==> config.mk <==
export PLATFORM = sky130hd
export DESIGN_NAME = adc_link_top
export DESIGN_NICKNAME = d
export VERILOG_FILES = /design/src/hdl/adc_link_pkg.sv /design/src/hdl/axil_if.sv /design/src/hdl/axil_csr_regs.sv /design/src/hdl/chan_select.sv /design/src/hdl/link_framer.sv /design/src/hdl/adc_link_top.sv
export SDC_FILE = /design/constraint.sdc
export NUM_CORES = 1
export LEC_CHECK = 0
export ABC_AREA = 1
export BUFFER_PORTS_ARGS = -buffer_cell sky130_fd_sc_hd__buf_2
export CAP_MARGIN = 0
export CORE_MARGIN = 2
export CORE_UTILIZATION = 51
export CTS_CLUSTER_DIAMETER = 150
export DETAILED_ROUTE_END_ITERATION = 10
export GPL_TIMING_DRIVEN = 0
export PLACE_DENSITY = 0.87
export SLEW_MARGIN = 15
export SYNTH_ARGS = -nofsm -noshare
export SYNTH_HDL_FRONTEND = slang
export SYNTH_SLANG_ARGS = --single-unit
==> constraint.sdc <==
create_clock -name CLK125 -period 4.1 [get_ports CLK125]
set_clock_uncertainty 0.1 [all_clocks]
set_input_delay 0.82 -clock CLK125 [delete_from_list [all_inputs] [get_ports CLK125]]
set_output_delay 0.82 -clock CLK125 [all_outputs]
set_load 0.05 [all_outputs]
==> src/hdl/adc_link_pkg.sv <==
`default_nettype none

package adc_link_pkg;

    ////////////////////
    // Widths and types
    ////////////////////
    localparam int NUM_CHAN = 16;               // ADC channels on the board
    localparam int SAMPLE_W = 12;               // Bits per ADC sample

    typedef logic [SAMPLE_W-1:0] sample_t;      // One ADC sample
    typedef logic [3:0]          chan_sel_t;    // Channel number
    typedef logic [15:0]         link_word_t;   // Serial-link data word
    typedef logic [1:0]          link_k_t;      // K flags, one per byte

    typedef logic [3:0]          axil_addr_t;   // Byte address, 16 byte window
    typedef logic [31:0]         axil_data_t;
    typedef logic [1:0]          axil_resp_t;

    ////////////////////
    // Constants
    ////////////////////
    localparam axil_resp_t RESP_OKAY   = 2'b00;
    localparam axil_resp_t RESP_SLVERR = 2'b10;
    localparam axil_addr_t CTRL_ADDR   = 4'h0;   // Control register
    localparam logic [7:0] COMMA_CHAR  = 8'hBC;  // K28.5

    // Bus channel FSMs
    typedef enum logic {WR_IDLE, WR_RESP} wr_state_t;
    typedef enum logic {RD_IDLE, RD_RESP} rd_state_t;

endpackage

`default_nettype wire

==> src/hdl/axil_if.sv <==
`timescale 1ns/10ps
`default_nettype none

interface axil_if;

    // Write address and data
    adc_link_pkg::axil_addr_t awaddr;
    logic                     awvalid;
    logic                     awready;
    adc_link_pkg::axil_data_t wdata;
    logic                     wvalid;
    logic                     wready;
    // Write response
    adc_link_pkg::axil_resp_t bresp;
    logic                     bvalid;
    logic                     bready;
    // Read address
    adc_link_pkg::axil_addr_t araddr;
    logic                     arvalid;
    logic                     arready;
    // Read data
    adc_link_pkg::axil_data_t rdata;
    adc_link_pkg::axil_resp_t rresp;
    logic                     rvalid;
    logic                     rready;

    modport slave (
        input  awaddr, awvalid, wdata, wvalid, bready, araddr, arvalid, rready,
        output awready, wready, bresp, bvalid, arready, rdata, rresp, rvalid
    );

    modport master (
        output awaddr, awvalid, wdata, wvalid, bready, araddr, arvalid, rready,
        input  awready, wready, bresp, bvalid, arready, rdata, rresp, rvalid
    );

endinterface

`default_nettype wire

==> src/hdl/axil_csr_regs.sv <==
`timescale 1ns/10ps
`default_nettype none

module axil_csr_regs (
    input  wire logic               CLK125,
    input  wire logic               rst_n_i,
    axil_if.slave                   axil,
    output adc_link_pkg::chan_sel_t chan_sel_o
);

    adc_link_pkg::wr_state_t  wr_state_q;
    adc_link_pkg::rd_state_t  rd_state_q;
    adc_link_pkg::axil_data_t ctrl_q;       // Control register
    adc_link_pkg::axil_resp_t bresp_q;
    adc_link_pkg::axil_data_t rdata_q;
    adc_link_pkg::axil_resp_t rresp_q;
    logic                     arready_q;

    logic wr_go;                            // AW and W accepted this edge
    logic wr_hit;                           // Write targets the control register
    logic rd_go;                            // AR accepted this edge
    logic rd_hit;

    ////////////////////
    // Write channel
    ////////////////////
    // Address and data taken together, only out of reset with no response pending
    assign wr_go  = rst_n_i & (wr_state_q == adc_link_pkg::WR_IDLE) & axil.awvalid & axil.wvalid;
    assign wr_hit = (axil.awaddr == adc_link_pkg::CTRL_ADDR);

    always_ff @(posedge CLK125 or negedge rst_n_i) begin
        if (!rst_n_i) begin
            wr_state_q <= adc_link_pkg::WR_IDLE;
        end else begin
            case (wr_state_q)
                adc_link_pkg::WR_IDLE: if (wr_go) wr_state_q <= adc_link_pkg::WR_RESP;
                adc_link_pkg::WR_RESP: if (axil.bready) wr_state_q <= adc_link_pkg::WR_IDLE;
                default:               wr_state_q <= adc_link_pkg::WR_IDLE;
            endcase
        end
    end

    always_ff @(posedge CLK125 or negedge rst_n_i) begin
        if (!rst_n_i) begin
            ctrl_q <= '0;
        end else if (wr_go && wr_hit) begin
            ctrl_q <= axil.wdata;           // Full 32 bits, no strobes
        end
    end

    always_ff @(posedge CLK125) begin
        if (wr_go) begin
            bresp_q <= wr_hit ? adc_link_pkg::RESP_OKAY : adc_link_pkg::RESP_SLVERR;
        end
    end

    assign axil.awready = wr_go;
    assign axil.wready  = wr_go;
    assign axil.bvalid  = (wr_state_q == adc_link_pkg::WR_RESP);   // Held until BREADY
    assign axil.bresp   = bresp_q;

    ////////////////////
    // Read channel
    ////////////////////
    assign rd_go  = arready_q & axil.arvalid;
    assign rd_hit = (axil.araddr == adc_link_pkg::CTRL_ADDR);

    always_ff @(posedge CLK125 or negedge rst_n_i) begin
        if (!rst_n_i) begin
            rd_state_q <= adc_link_pkg::RD_IDLE;
            arready_q  <= 1'b0;                 // Low through reset
        end else begin
            case (rd_state_q)
                adc_link_pkg::RD_IDLE: begin
                    if (rd_go) begin
                        rd_state_q <= adc_link_pkg::RD_RESP;
                        arready_q  <= 1'b0;     // Busy until RREADY
                    end else begin
                        arready_q  <= 1'b1;
                    end
                end
                adc_link_pkg::RD_RESP: begin
                    if (axil.rready) begin
                        rd_state_q <= adc_link_pkg::RD_IDLE;
                        arready_q  <= 1'b1;
                    end
                end
                default: rd_state_q <= adc_link_pkg::RD_IDLE;
            endcase
        end
    end

    // Read data captured at the address handshake
    always_ff @(posedge CLK125) begin
        if (rd_go) begin
            rdata_q <= rd_hit ? ctrl_q : '0;    // Unmapped reads give zero
            rresp_q <= rd_hit ? adc_link_pkg::RESP_OKAY : adc_link_pkg::RESP_SLVERR;
        end
    end

    assign axil.arready = arready_q;
    assign axil.rvalid  = (rd_state_q == adc_link_pkg::RD_RESP);
    assign axil.rdata   = rdata_q;
    assign axil.rresp   = rresp_q;

    assign chan_sel_o = ctrl_q[3:0];            // Channel field

endmodule

`default_nettype wire

==> src/hdl/chan_select.sv <==
`timescale 1ns/10ps
`default_nettype none

module chan_select (
    input  wire logic                                             CLK125,
    input  wire logic                                             rst_n_i,
    input  wire adc_link_pkg::sample_t [adc_link_pkg::NUM_CHAN-1:0] adc_samples_i,
    input  wire adc_link_pkg::chan_sel_t                          chan_sel_i,
    output adc_link_pkg::sample_t                                 sel_sample_o
);

    adc_link_pkg::sample_t mux_sample;     // Chosen channel, before the register

    ////////////////////
    // 16 to 1 mux
    ////////////////////
    // Channel k sits in bits 12k+11 down to 12k
    always_comb begin
        mux_sample = adc_samples_i[chan_sel_i];
    end

    // Stage 1 register
    always_ff @(posedge CLK125 or negedge rst_n_i) begin
        if (!rst_n_i) begin
            sel_sample_o <= '0;
        end else begin
            sel_sample_o <= mux_sample;    // New channel shows one edge after the CSR write
        end
    end

endmodule

`default_nettype wire

==> src/hdl/link_framer.sv <==
`timescale 1ns/10ps
`default_nettype none

module link_framer #(
    parameter int unsigned FRAME_LEN = 1024,    // Comma period, cycles
    parameter int unsigned COMMA_LEN = 10       // Comma burst length
) (
    input  wire logic                   CLK125,
    input  wire logic                   rst_n_i,
    input  wire adc_link_pkg::sample_t  sample_i,
    output adc_link_pkg::link_word_t    tx_data_o,
    output adc_link_pkg::link_k_t       tx_charisk_o
);

    localparam int CNT_W = $clog2(FRAME_LEN);
    localparam adc_link_pkg::link_k_t K_COMMA = 2'b01;  // Low byte is a K char
    localparam adc_link_pkg::link_k_t K_DATA  = 2'b00;

    logic [CNT_W-1:0] cnt_q;                // Frame position
    logic [7:0]       cnt_lo;               // Count sent beside the comma
    logic             in_comma;

    ////////////////////
    // Frame counter
    ////////////////////
    // Free running, wraps at FRAME_LEN
    always_ff @(posedge CLK125 or negedge rst_n_i) begin
        if (!rst_n_i) begin
            cnt_q <= '0;
        end else if (cnt_q == CNT_W'(FRAME_LEN - 1)) begin
            cnt_q <= '0;
        end else begin
            cnt_q <= cnt_q + 1'b1;
        end
    end

    assign in_comma = (32'(cnt_q) < COMMA_LEN);
    assign cnt_lo   = 8'(cnt_q);            // Zero extended for short frames

    ////////////////////
    // Link word
    ////////////////////
    // Stage 2 register
    always_ff @(posedge CLK125 or negedge rst_n_i) begin
        if (!rst_n_i) begin
            tx_data_o    <= '0;
            tx_charisk_o <= '0;
        end else if (in_comma) begin
            tx_data_o    <= {cnt_lo, adc_link_pkg::COMMA_CHAR};   // Alignment burst
            tx_charisk_o <= K_COMMA;
        end else begin
            tx_data_o    <= {4'h0, sample_i};  // Top nibble zero
            tx_charisk_o <= K_DATA;
        end
    end

endmodule

`default_nettype wire

==> src/hdl/adc_link_top.sv <==
`timescale 1ns/10ps
`default_nettype none

module adc_link_top #(
    parameter int unsigned FRAME_LEN = 1024,
    parameter int unsigned COMMA_LEN = 10
) (
    input  wire logic                                               CLK125,
    input  wire logic                                               rst_n_i,
    // ADC samples, already parallel
    input  wire adc_link_pkg::sample_t [adc_link_pkg::NUM_CHAN-1:0] adc_samples_i,
    // AXI4-Lite slave
    input  wire adc_link_pkg::axil_addr_t  s_axil_awaddr_i,
    input  wire logic                      s_axil_awvalid_i,
    output logic                           s_axil_awready_o,
    input  wire adc_link_pkg::axil_data_t  s_axil_wdata_i,
    input  wire logic                      s_axil_wvalid_i,
    output logic                           s_axil_wready_o,
    output adc_link_pkg::axil_resp_t       s_axil_bresp_o,
    output logic                           s_axil_bvalid_o,
    input  wire logic                      s_axil_bready_i,
    input  wire adc_link_pkg::axil_addr_t  s_axil_araddr_i,
    input  wire logic                      s_axil_arvalid_i,
    output logic                           s_axil_arready_o,
    output adc_link_pkg::axil_data_t       s_axil_rdata_o,
    output adc_link_pkg::axil_resp_t       s_axil_rresp_o,
    output logic                           s_axil_rvalid_o,
    input  wire logic                      s_axil_rready_i,
    // Serial link
    output adc_link_pkg::link_word_t       tx_data_o,
    output adc_link_pkg::link_k_t          tx_charisk_o
);

    adc_link_pkg::chan_sel_t chan_sel;     // CSR to stage 1
    adc_link_pkg::sample_t   sel_sample;   // Stage 1 to stage 2

    ////////////////////
    // Bus hookup
    ////////////////////
    axil_if u_axil_if ();

    assign u_axil_if.awaddr  = s_axil_awaddr_i;
    assign u_axil_if.awvalid = s_axil_awvalid_i;
    assign u_axil_if.wdata   = s_axil_wdata_i;
    assign u_axil_if.wvalid  = s_axil_wvalid_i;
    assign u_axil_if.bready  = s_axil_bready_i;
    assign u_axil_if.araddr  = s_axil_araddr_i;
    assign u_axil_if.arvalid = s_axil_arvalid_i;
    assign u_axil_if.rready  = s_axil_rready_i;

    assign s_axil_awready_o = u_axil_if.awready;
    assign s_axil_wready_o  = u_axil_if.wready;
    assign s_axil_bresp_o   = u_axil_if.bresp;
    assign s_axil_bvalid_o  = u_axil_if.bvalid;
    assign s_axil_arready_o = u_axil_if.arready;
    assign s_axil_rdata_o   = u_axil_if.rdata;
    assign s_axil_rresp_o   = u_axil_if.rresp;
    assign s_axil_rvalid_o  = u_axil_if.rvalid;

    axil_csr_regs u_csr (
        .CLK125     (CLK125),
        .rst_n_i    (rst_n_i),
        .axil       (u_axil_if.slave),
        .chan_sel_o (chan_sel)
    );

    ////////////////////
    // Datapath
    ////////////////////
    chan_select u_chan_select (
        .CLK125        (CLK125),
        .rst_n_i       (rst_n_i),
        .adc_samples_i (adc_samples_i),
        .chan_sel_i    (chan_sel),
        .sel_sample_o  (sel_sample)
    );

    link_framer #(
        .FRAME_LEN (FRAME_LEN),
        .COMMA_LEN (COMMA_LEN)
    ) u_link_framer (
        .CLK125       (CLK125),
        .rst_n_i      (rst_n_i),
        .sample_i     (sel_sample),
        .tx_data_o    (tx_data_o),
        .tx_charisk_o (tx_charisk_o)
    );

endmodule

`default_nettype wire

==> summary.md, run 1 <==
| Metric | Value |
|---|---|
| Status | finished clean |
| Post-cts hold buffer count | 0 |
| Reg clk slew, reported paths | 0.07 ns |
| # IOs | 298 |
| CTS tree | built |
| Place WS | 0.711 ns |
| Adder-Cell Fraction of Synth Area | 0.194% |
| Worst Slack Setup Final | 0.709 ns |
| Die area | 13600 um^2 |
| Number of synthesized flops with an enable pin | 34 |
| Leakage power | 5.04 nW |
| Core Region | 12500 um^2 |
| Vias | 7088 |
| Post-Synth Simple-Gate Area | 38.2% |
| Dpl cell area | 8200 um^2 |
| CP Data Required Time | 3.18 ns |
| Post-DP HPWL | 16800 um |
| Hold WS | 0.296 ns |
| Worst setup SP type | input port |
| Port buffer count | 294 |
| Root Buffer | clkbuf_16 |
| Fin util | 68.1% |
| Footprint of the multi-input gates | 2590 um^2 |
| Rel. slew slack | 44.4% |
| Total global-route track usage | 31.2% |
| Post-synth ARST share | 68.5% |
| Post-synthesis to final-layout area growth | 31.4% |
| ANT nets after route | 0 |
| Drt wl/cell | 14.5 um |
| Sequential share of the synthesized area | 44.5% |
| Initial Utilization | 51.8% |
| # fillers | 1140 |
| Crit path DAT | 2.47 ns |
| Multiplexer area fraction after synthesis | 0% |
| Unrepaired setup endpoints after global routing | false |
| Cells along the critical path | buf_4 -> nand2_1 -> nor2_1 -> buf_2 -> buf_4 -> buf_2 |
| Slowest Stage Delay on Critical Path | 0.44 ns |
| Later-pin clock latency in the skew report | 0.33 ns |
| Design Area, Final | 8480 um^2 |
| #FFs+latches synth | 108 |
| Syn Inst Count | 959 |
| Pre-Repair DR Iteration Count | 7 |
| Worst hold-check path type | in2async |
| Slew Viols, Final | 0 |
| Max IR drop VDD | 254 uV |
| Critical path class | in2out |
| Period utilization | 82.7% |
| Synth cell types | 26 |
| Compound-Gate Fraction of Synth Area | 0.484% |
| Worst-Margin Slew | 0.834 ns |
| Die Y | 117 um |
| Share of cells above drive strength 1 | 28.0% |
| Final Hold Vio Count | 0 |
| Design Power | 3.35 mW |
| Setup-failing EPs final | 0 |
| Count leader, synth | nand2_1 |
| GRT overflow | 0 |
| Vias in the first global route | 6540 |
| Post-Syn Area | 6460 um^2 |
| Max-cap violations | 0 |
| Clock Sinks | 108 |
| Syn Area/Cell | 6.73 um^2 |
| DRT iter0 DRCs | 577 |
| Nature of the critical path endpoint | output pin |
| Routed wire length | 21000 um |
| Number of cell rows | 41 |
| DIE WIDTH | 117 um |
| Initial antenna violation count | 2 |
| Bufs on Longest Clock Path | 2 |
| YS warnings | 0 |
| Non-filler cells, final | 1451 |
| Largest cells by area after synthesis | dfrtp_1, nand2_1, edfxtp_1 |
| First-pass GRT wire length | 32100 um |
| Drc violations | 0 |
| Xor/xnor cell area share of the yosys netlist | 0.814% |
| Inst Count DP | 1432 |
| H-tree Lvls | 3 |
| Dominant synthesized flop cell | dfrtp_1 |
| Largest family of logic cells by synthesized area | simple AND/OR/NAND/NOR gates |
| Top post-synthesis cells by count | nand2_1, inv_1, nand3_1, dfrtp_1, nor2_1 |
| Final Net Count | 1511 |
| Post-CTS setup buffers | 0 |
| Synth top area share | 28.7% |
| Post_cts resized | 0 |
| Largest fanout on the critical path | 25 |
| Worst path slowest cell | nor2_1 |
| Vias per cell | 4.88 |
| Seq. cell area | 2870 um^2 |
| Fmax | 295 MHz |
| Setup TNS | 0 ns |
| Cts bufs inserted | 9 |
| Area leader, netlist | dfrtp_1 |
| Power density cells | 395 nW/um^2 |
| Largest net degree at the start of global routing | 52 |
| Fin crit period | 3.39 ns |
| RePlAce Congestion | 0.970 |
-- final cells by class --
class / count / share of cell area, %
diodes: 3 / 0.0885
repair buffers: 295 / 17.7
flip-flops and latches: 108 / 33.9
multi-input cells: 605 / 30.5
plain buffers: 56 / 3.33
clock buffers: 11 / 2.74
inverters: 196 / 8.67
well taps: 172 / 2.54
clock inverters: 5 / 0.546
-- path summary, 6_finish.rpt --
check	startpoint	end	slack, ns	cells past startpoint
max	rst_n_i	s_axil_wready_o	0.71	6
min	rst_n_i	u_csr.ctrl_q[16]$_DFFE_PN0P_	0.30	1
max reg2reg	u_csr.ctrl_q[0]$_DFFE_PN0P_	u_chan_select.sel_sample_o[1]$_DFF_PN0_	2.14	7
min reg2reg	u_chan_select.sel_sample_o[4]$_DFF_PN0_	u_link_framer.tx_data_o[4]$_DFF_PN0_	0.33	1
max in group asynchronous	rst_n_i	u_link_framer.cnt_q[1]$_DFF_PN0_	3.05	2
min in group CLK125	u_chan_select.sel_sample_o[4]$_DFF_PN0_	u_link_framer.tx_data_o[4]$_DFF_PN0_	0.33	1
-- report_power, final --
group | total (mW) | leakage, nW | switching (mW) | internal, mW
combinational | 1.20 | 3.63 | 0.856 | 0.347
clock | 0.804 | 0.136 | 0.381 | 0.423
sequential | 1.34 | 1.27 | 0.0571 | 1.29
total | 3.35 | 5.04 | 1.29 | 2.06
-- critical path, delay by kind of cell --
kind,cells,cell delay (ns)
simple gates,2,0.58
buf+inv,4,1.05
-- layout by cell type (no fill, tap or decap), types with 2 or more instances in the layout --
master,synthesis,final
clkbuf_1,15,17
clkinv_4,0,3
buf_4,11,12
buf_1,5,5
o21ai_0,4,4
buf_2,24,317
nor2_1,49,49
clkbuf_16,0,9
inv_1,194,193
nand3_1,181,181
nand2_1,343,343
dfrtp_1,74,74
xor2_1,4,4
diode_2,0,3
or2_2,6,6
conb_1,1,7
edfxtp_1,34,34
xnor2_1,2,2
inv_2,2,3
-- per-layer routing --
metal	share of wire, %	up-vias	global-route usage, %
met5	0	-	0
met2	48	394	52.7
met3	8.4	58	4.51
met1	39	3149	40.3
met4	3.9	0	12.7
li1	-	3487	-
-- sequential cells by signal (all words and copies together), names as in the netlist, 10 cells and up --
| register | flops |
|---|---|
| u_chan_select.sel_sample_o | 12 |
| u_link_framer.tx_data_o | 16 |
| u_csr.axil.rdata | 32 |
| u_link_framer.cnt_q | 10 |
| u_csr.ctrl_q | 32 |
-- logic make-up (layout without fill, tap and decap cells) --
logic type                 count (synthesis)  after routing
other                                      1             10
AOI/OAI and AO/OA                          6              6
and+or+nand+nor                          585            585
xor gates and xnor gates                   6              6
DFF                                      108            108
buffers and inverters                    252            563
adders and majority gates                  1              1
Note: power is estimated with default switching activity, not from simulation.
==> inputs of run 2 (changes only) <==
--- a/config.mk
+++ b/config.mk
@@ -9,11 +9,11 @@
 export BUFFER_PORTS_ARGS = -buffer_cell sky130_fd_sc_hd__buf_2
 export CAP_MARGIN = 0
 export CORE_MARGIN = 2
-export CORE_UTILIZATION = 51
+export CORE_UTILIZATION = 48
 export CTS_CLUSTER_DIAMETER = 150
 export DETAILED_ROUTE_END_ITERATION = 10
 export GPL_TIMING_DRIVEN = 0
-export PLACE_DENSITY = 0.87
+export PLACE_DENSITY = 0.83
 export SLEW_MARGIN = 15
 export SYNTH_ARGS = -nofsm -noshare
 export SYNTH_HDL_FRONTEND = slang
==> constraint.sdc (replaced) <==
create_clock -name CLK125 -period 3.2 [get_ports CLK125]
set_clock_uncertainty 0.1 [all_clocks]
set_input_delay 0.64 -clock CLK125 [delete_from_list [all_inputs] [get_ports CLK125]]
set_output_delay 0.64 -clock CLK125 [all_outputs]
set_load 0.05 [all_outputs]
==> run 2 against run 1 <==
Against the previous run: critical path depth up 1; sequential cell count stayed put; die area grew 6.0%; routed wire length is 1.1% lower; setup slack worse by 0.50 ns; hold slack worse by 0.24 ns; first-iteration DRC count shrank 15%; sequential share of layout area about the same; register-to-register slack lost 0.82 ns; cell count grew 0.14%; via count fell by 0.65%; critical path type unchanged; largest cell class unchanged.
==> summary.md, run 2 (synthesis gave the netlist of run 1 again) <==
| Metric | Value |
|---|---|
| Core Region | 13200 um^2 (+5.8%) |
| First-pass GRT wire length | 32400 um (+1.1%) |
| CP Data Required Time | 2.46 ns (-0.72 ns) |
| Max IR drop VDD | 313 uV (+23%) |
| Later-pin clock latency in the skew report | 0.34 ns (about the same) |
| Design Power | 4.30 mW (+28%) |
| Commonest non-fill, non-tap cells in the layout | nand2_1, buf_2, inv_1, nand3_1, dfrtp_1 |
| Slew Viols, Final | 0 (unchanged) |
| Design Area, Final | 8490 um^2 (+0.12%) |
| Post-DP HPWL | 16600 um (-1.0%) |
| Die Y | 120 um (+3.0%) |
| Drc violations | 0 (unchanged) |
| Final Net Count | 1511 (unchanged) |
| Routed wire length | 20800 um (-1.1%) |
| Post-cts hold buffer count | 0 (unchanged) |
| Final Hold Vio Count | 0 (unchanged) |
| Port buffer count | 294 (unchanged) |
| Vias | 7042 (-0.65%) |
| Post-synthesis to final-layout area growth | 31.5% |
| Leakage power | 5.04 nW (about the same) |
| Commonest non-fill, non-tap cell in the layout | nand2_1 |
| Busiest layer in global routing | met2 |
| GRT overflow | 0 (unchanged) |
| Clock Sinks | 108 (unchanged) |
| Worst path slowest cell | clkbuf_4 |
| Largest net degree at the start of global routing | 40 (-23%) |
| Number of cell rows | 42 (+2.4%) |
| Power density cells | 506 nW/um^2 (+28%) |
| DIE WIDTH | 120 um (+3.0%) |
| Die area | 14400 um^2 (+6.0%) |
| ANT nets after route | 0 (unchanged) |
| Fin crit period | 2.99 ns |
| Bufs on Longest Clock Path | 2 (unchanged) |
| Share of cells above drive strength 1 | 28.1% (+0.16 points) |
| Status | finished clean |
| Cts bufs inserted | 9 (unchanged) |
| Dpl cell area | 8190 um^2 (about the same) |
| Critical path class | in2out |
| M1 GR Usage | 36.2% (-4.1 points) |
| DRT iter0 DRCs | 488 (-15%) |
| Worst setup SP type | input port |
| Post-CTS setup buffers | 0 (unchanged) |
| Cells along the critical path | buf_8 -> buf_12 -> nand2_1 -> nor2_2 -> clkbuf_4 -> buf_4 -> buf_2 |
| CTS tree | built |
| Setup TNS | 0 ns (unchanged) |
| Vias per cell | 4.85 (-0.79%) |
| Met2 Use GR | 49.6% (-3.1 points) |
| Period utilization | 93.6% |
| Fmax | 334 MHz |
| Crit path DAT | 2.25 ns (-0.22 ns) |
| Pre-Repair DR Iteration Count | 5 (-2) |
| Total global-route track usage | 28.9% (-2.3 points) |
| RePlAce Congestion | 0.933 (-3.9%) |
| Root Buffer | clkbuf_16 |
| Initial Utilization | 49.0% (-2.8 points) |
| Fin util | 64.4% (-3.7 points) |
| Reg clk slew, reported paths | 0.07 ns (about the same) |
| CP Buf/Inv Count | 5 (+1) |
| Worst-Margin Slew | 0.731 ns (-0.104 ns) |
| Post_cts resized | 2 (+2) |
| H-tree Lvls | 3 (unchanged) |
| Drt wl/cell | 14.3 um (-1.2%) |
| CP delay by family, top | buffers and inverters |
| Worst hold-check path type | in2async |
| Vias in the first global route | 6752 (+3.2%) |
| Largest fanout on the critical path | 39 (+56%) |
| Slowest Stage Delay on Critical Path | 0.31 ns (-0.13 ns) |
| # IOs | 298 (unchanged) |
| Met3 Use GR | 3.90% (-0.62 points) |
| Setup-failing EPs final | 0 (unchanged) |
| # fillers | 1215 (+6.6%) |
| Nature of the critical path endpoint | output pin |
| Max-cap violations | 0 (unchanged) |
| Unrepaired setup endpoints after global routing | false |
| Initial antenna violation count | 1 (-1) |
| Rel. slew slack | 51.2% (+6.8 points) |
[run 2: cell type report]
cell class                      instances  area [um^2]  area share [%]
Buffer                                 56          285            3.36
Tap cell                              176          220            2.59
Inverter                              196          736            8.66
Multi-Input combinational cell        605         2590            30.5
Sequential cell                       108         2870            33.8
Timing Repair Buffer                  295         1500            17.7
Clock buffer                            9          225            2.65
Clock inverter                          7         58.8           0.692
Antenna cell                            1         2.50          0.0295
[run 2: routing by layer]
metal / vias to the layer above / routed length (um)
met1: 3119 / 8250
li1: 3489 / -
met4: 0 / 806
met5: - / 0
met2: 377 / 10100
met3: 57 / 1690
[run 2: metrics by stage]
| stage | setup WS [ns] | hold WS (ns) | std cells |
|---|---|---|---|
| floorplan | 0.771 | 0.244 | 965 |
| global placement | -0.825 | 0.318 | 1435 |
| detailed placement | -0.168 | 0.345 | 1436 |
| CTS | 0.0920 | 0.0945 | 1452 |
| global route | 0.0341 | 0.0754 | 1453 |
| finish | 0.206 | 0.0601 | 1453 |
[run 2: worst paths after layout]
kind / cells after the start / to / slack [ns] / start
max: 7 / s_axil_wready_o / 0.21 / rst_n_i
min: 1 / u_link_framer.tx_data_o[7]$_DFF_PN0_ / 0.06 / rst_n_i
max reg2reg: 8 / u_chan_select.sel_sample_o[10]$_DFF_PN0_ / 1.32 / u_csr.ctrl_q[0]$_DFFE_PN0P_
min reg2reg: 1 / u_link_framer.tx_data_o[7]$_DFF_PN0_ / 0.35 / u_chan_select.sel_sample_o[7]$_DFF_PN0_
max in group asynchronous: 2 / u_chan_select.sel_sample_o[4]$_DFF_PN0_ / 2.45 / rst_n_i
min in group CLK125: 1 / u_link_framer.tx_data_o[7]$_DFF_PN0_ / 0.35 / u_chan_select.sel_sample_o[7]$_DFF_PN0_
[run 2: power by group]
part / switching (mW) / total [mW] / leakage (nW) / internal (mW)
Clock: 0.512 / 1.05 / 0.137 / 0.539
Combinational: 1.08 / 1.52 / 3.63 / 0.445
Sequential: 0.0784 / 1.73 / 1.27 / 1.65
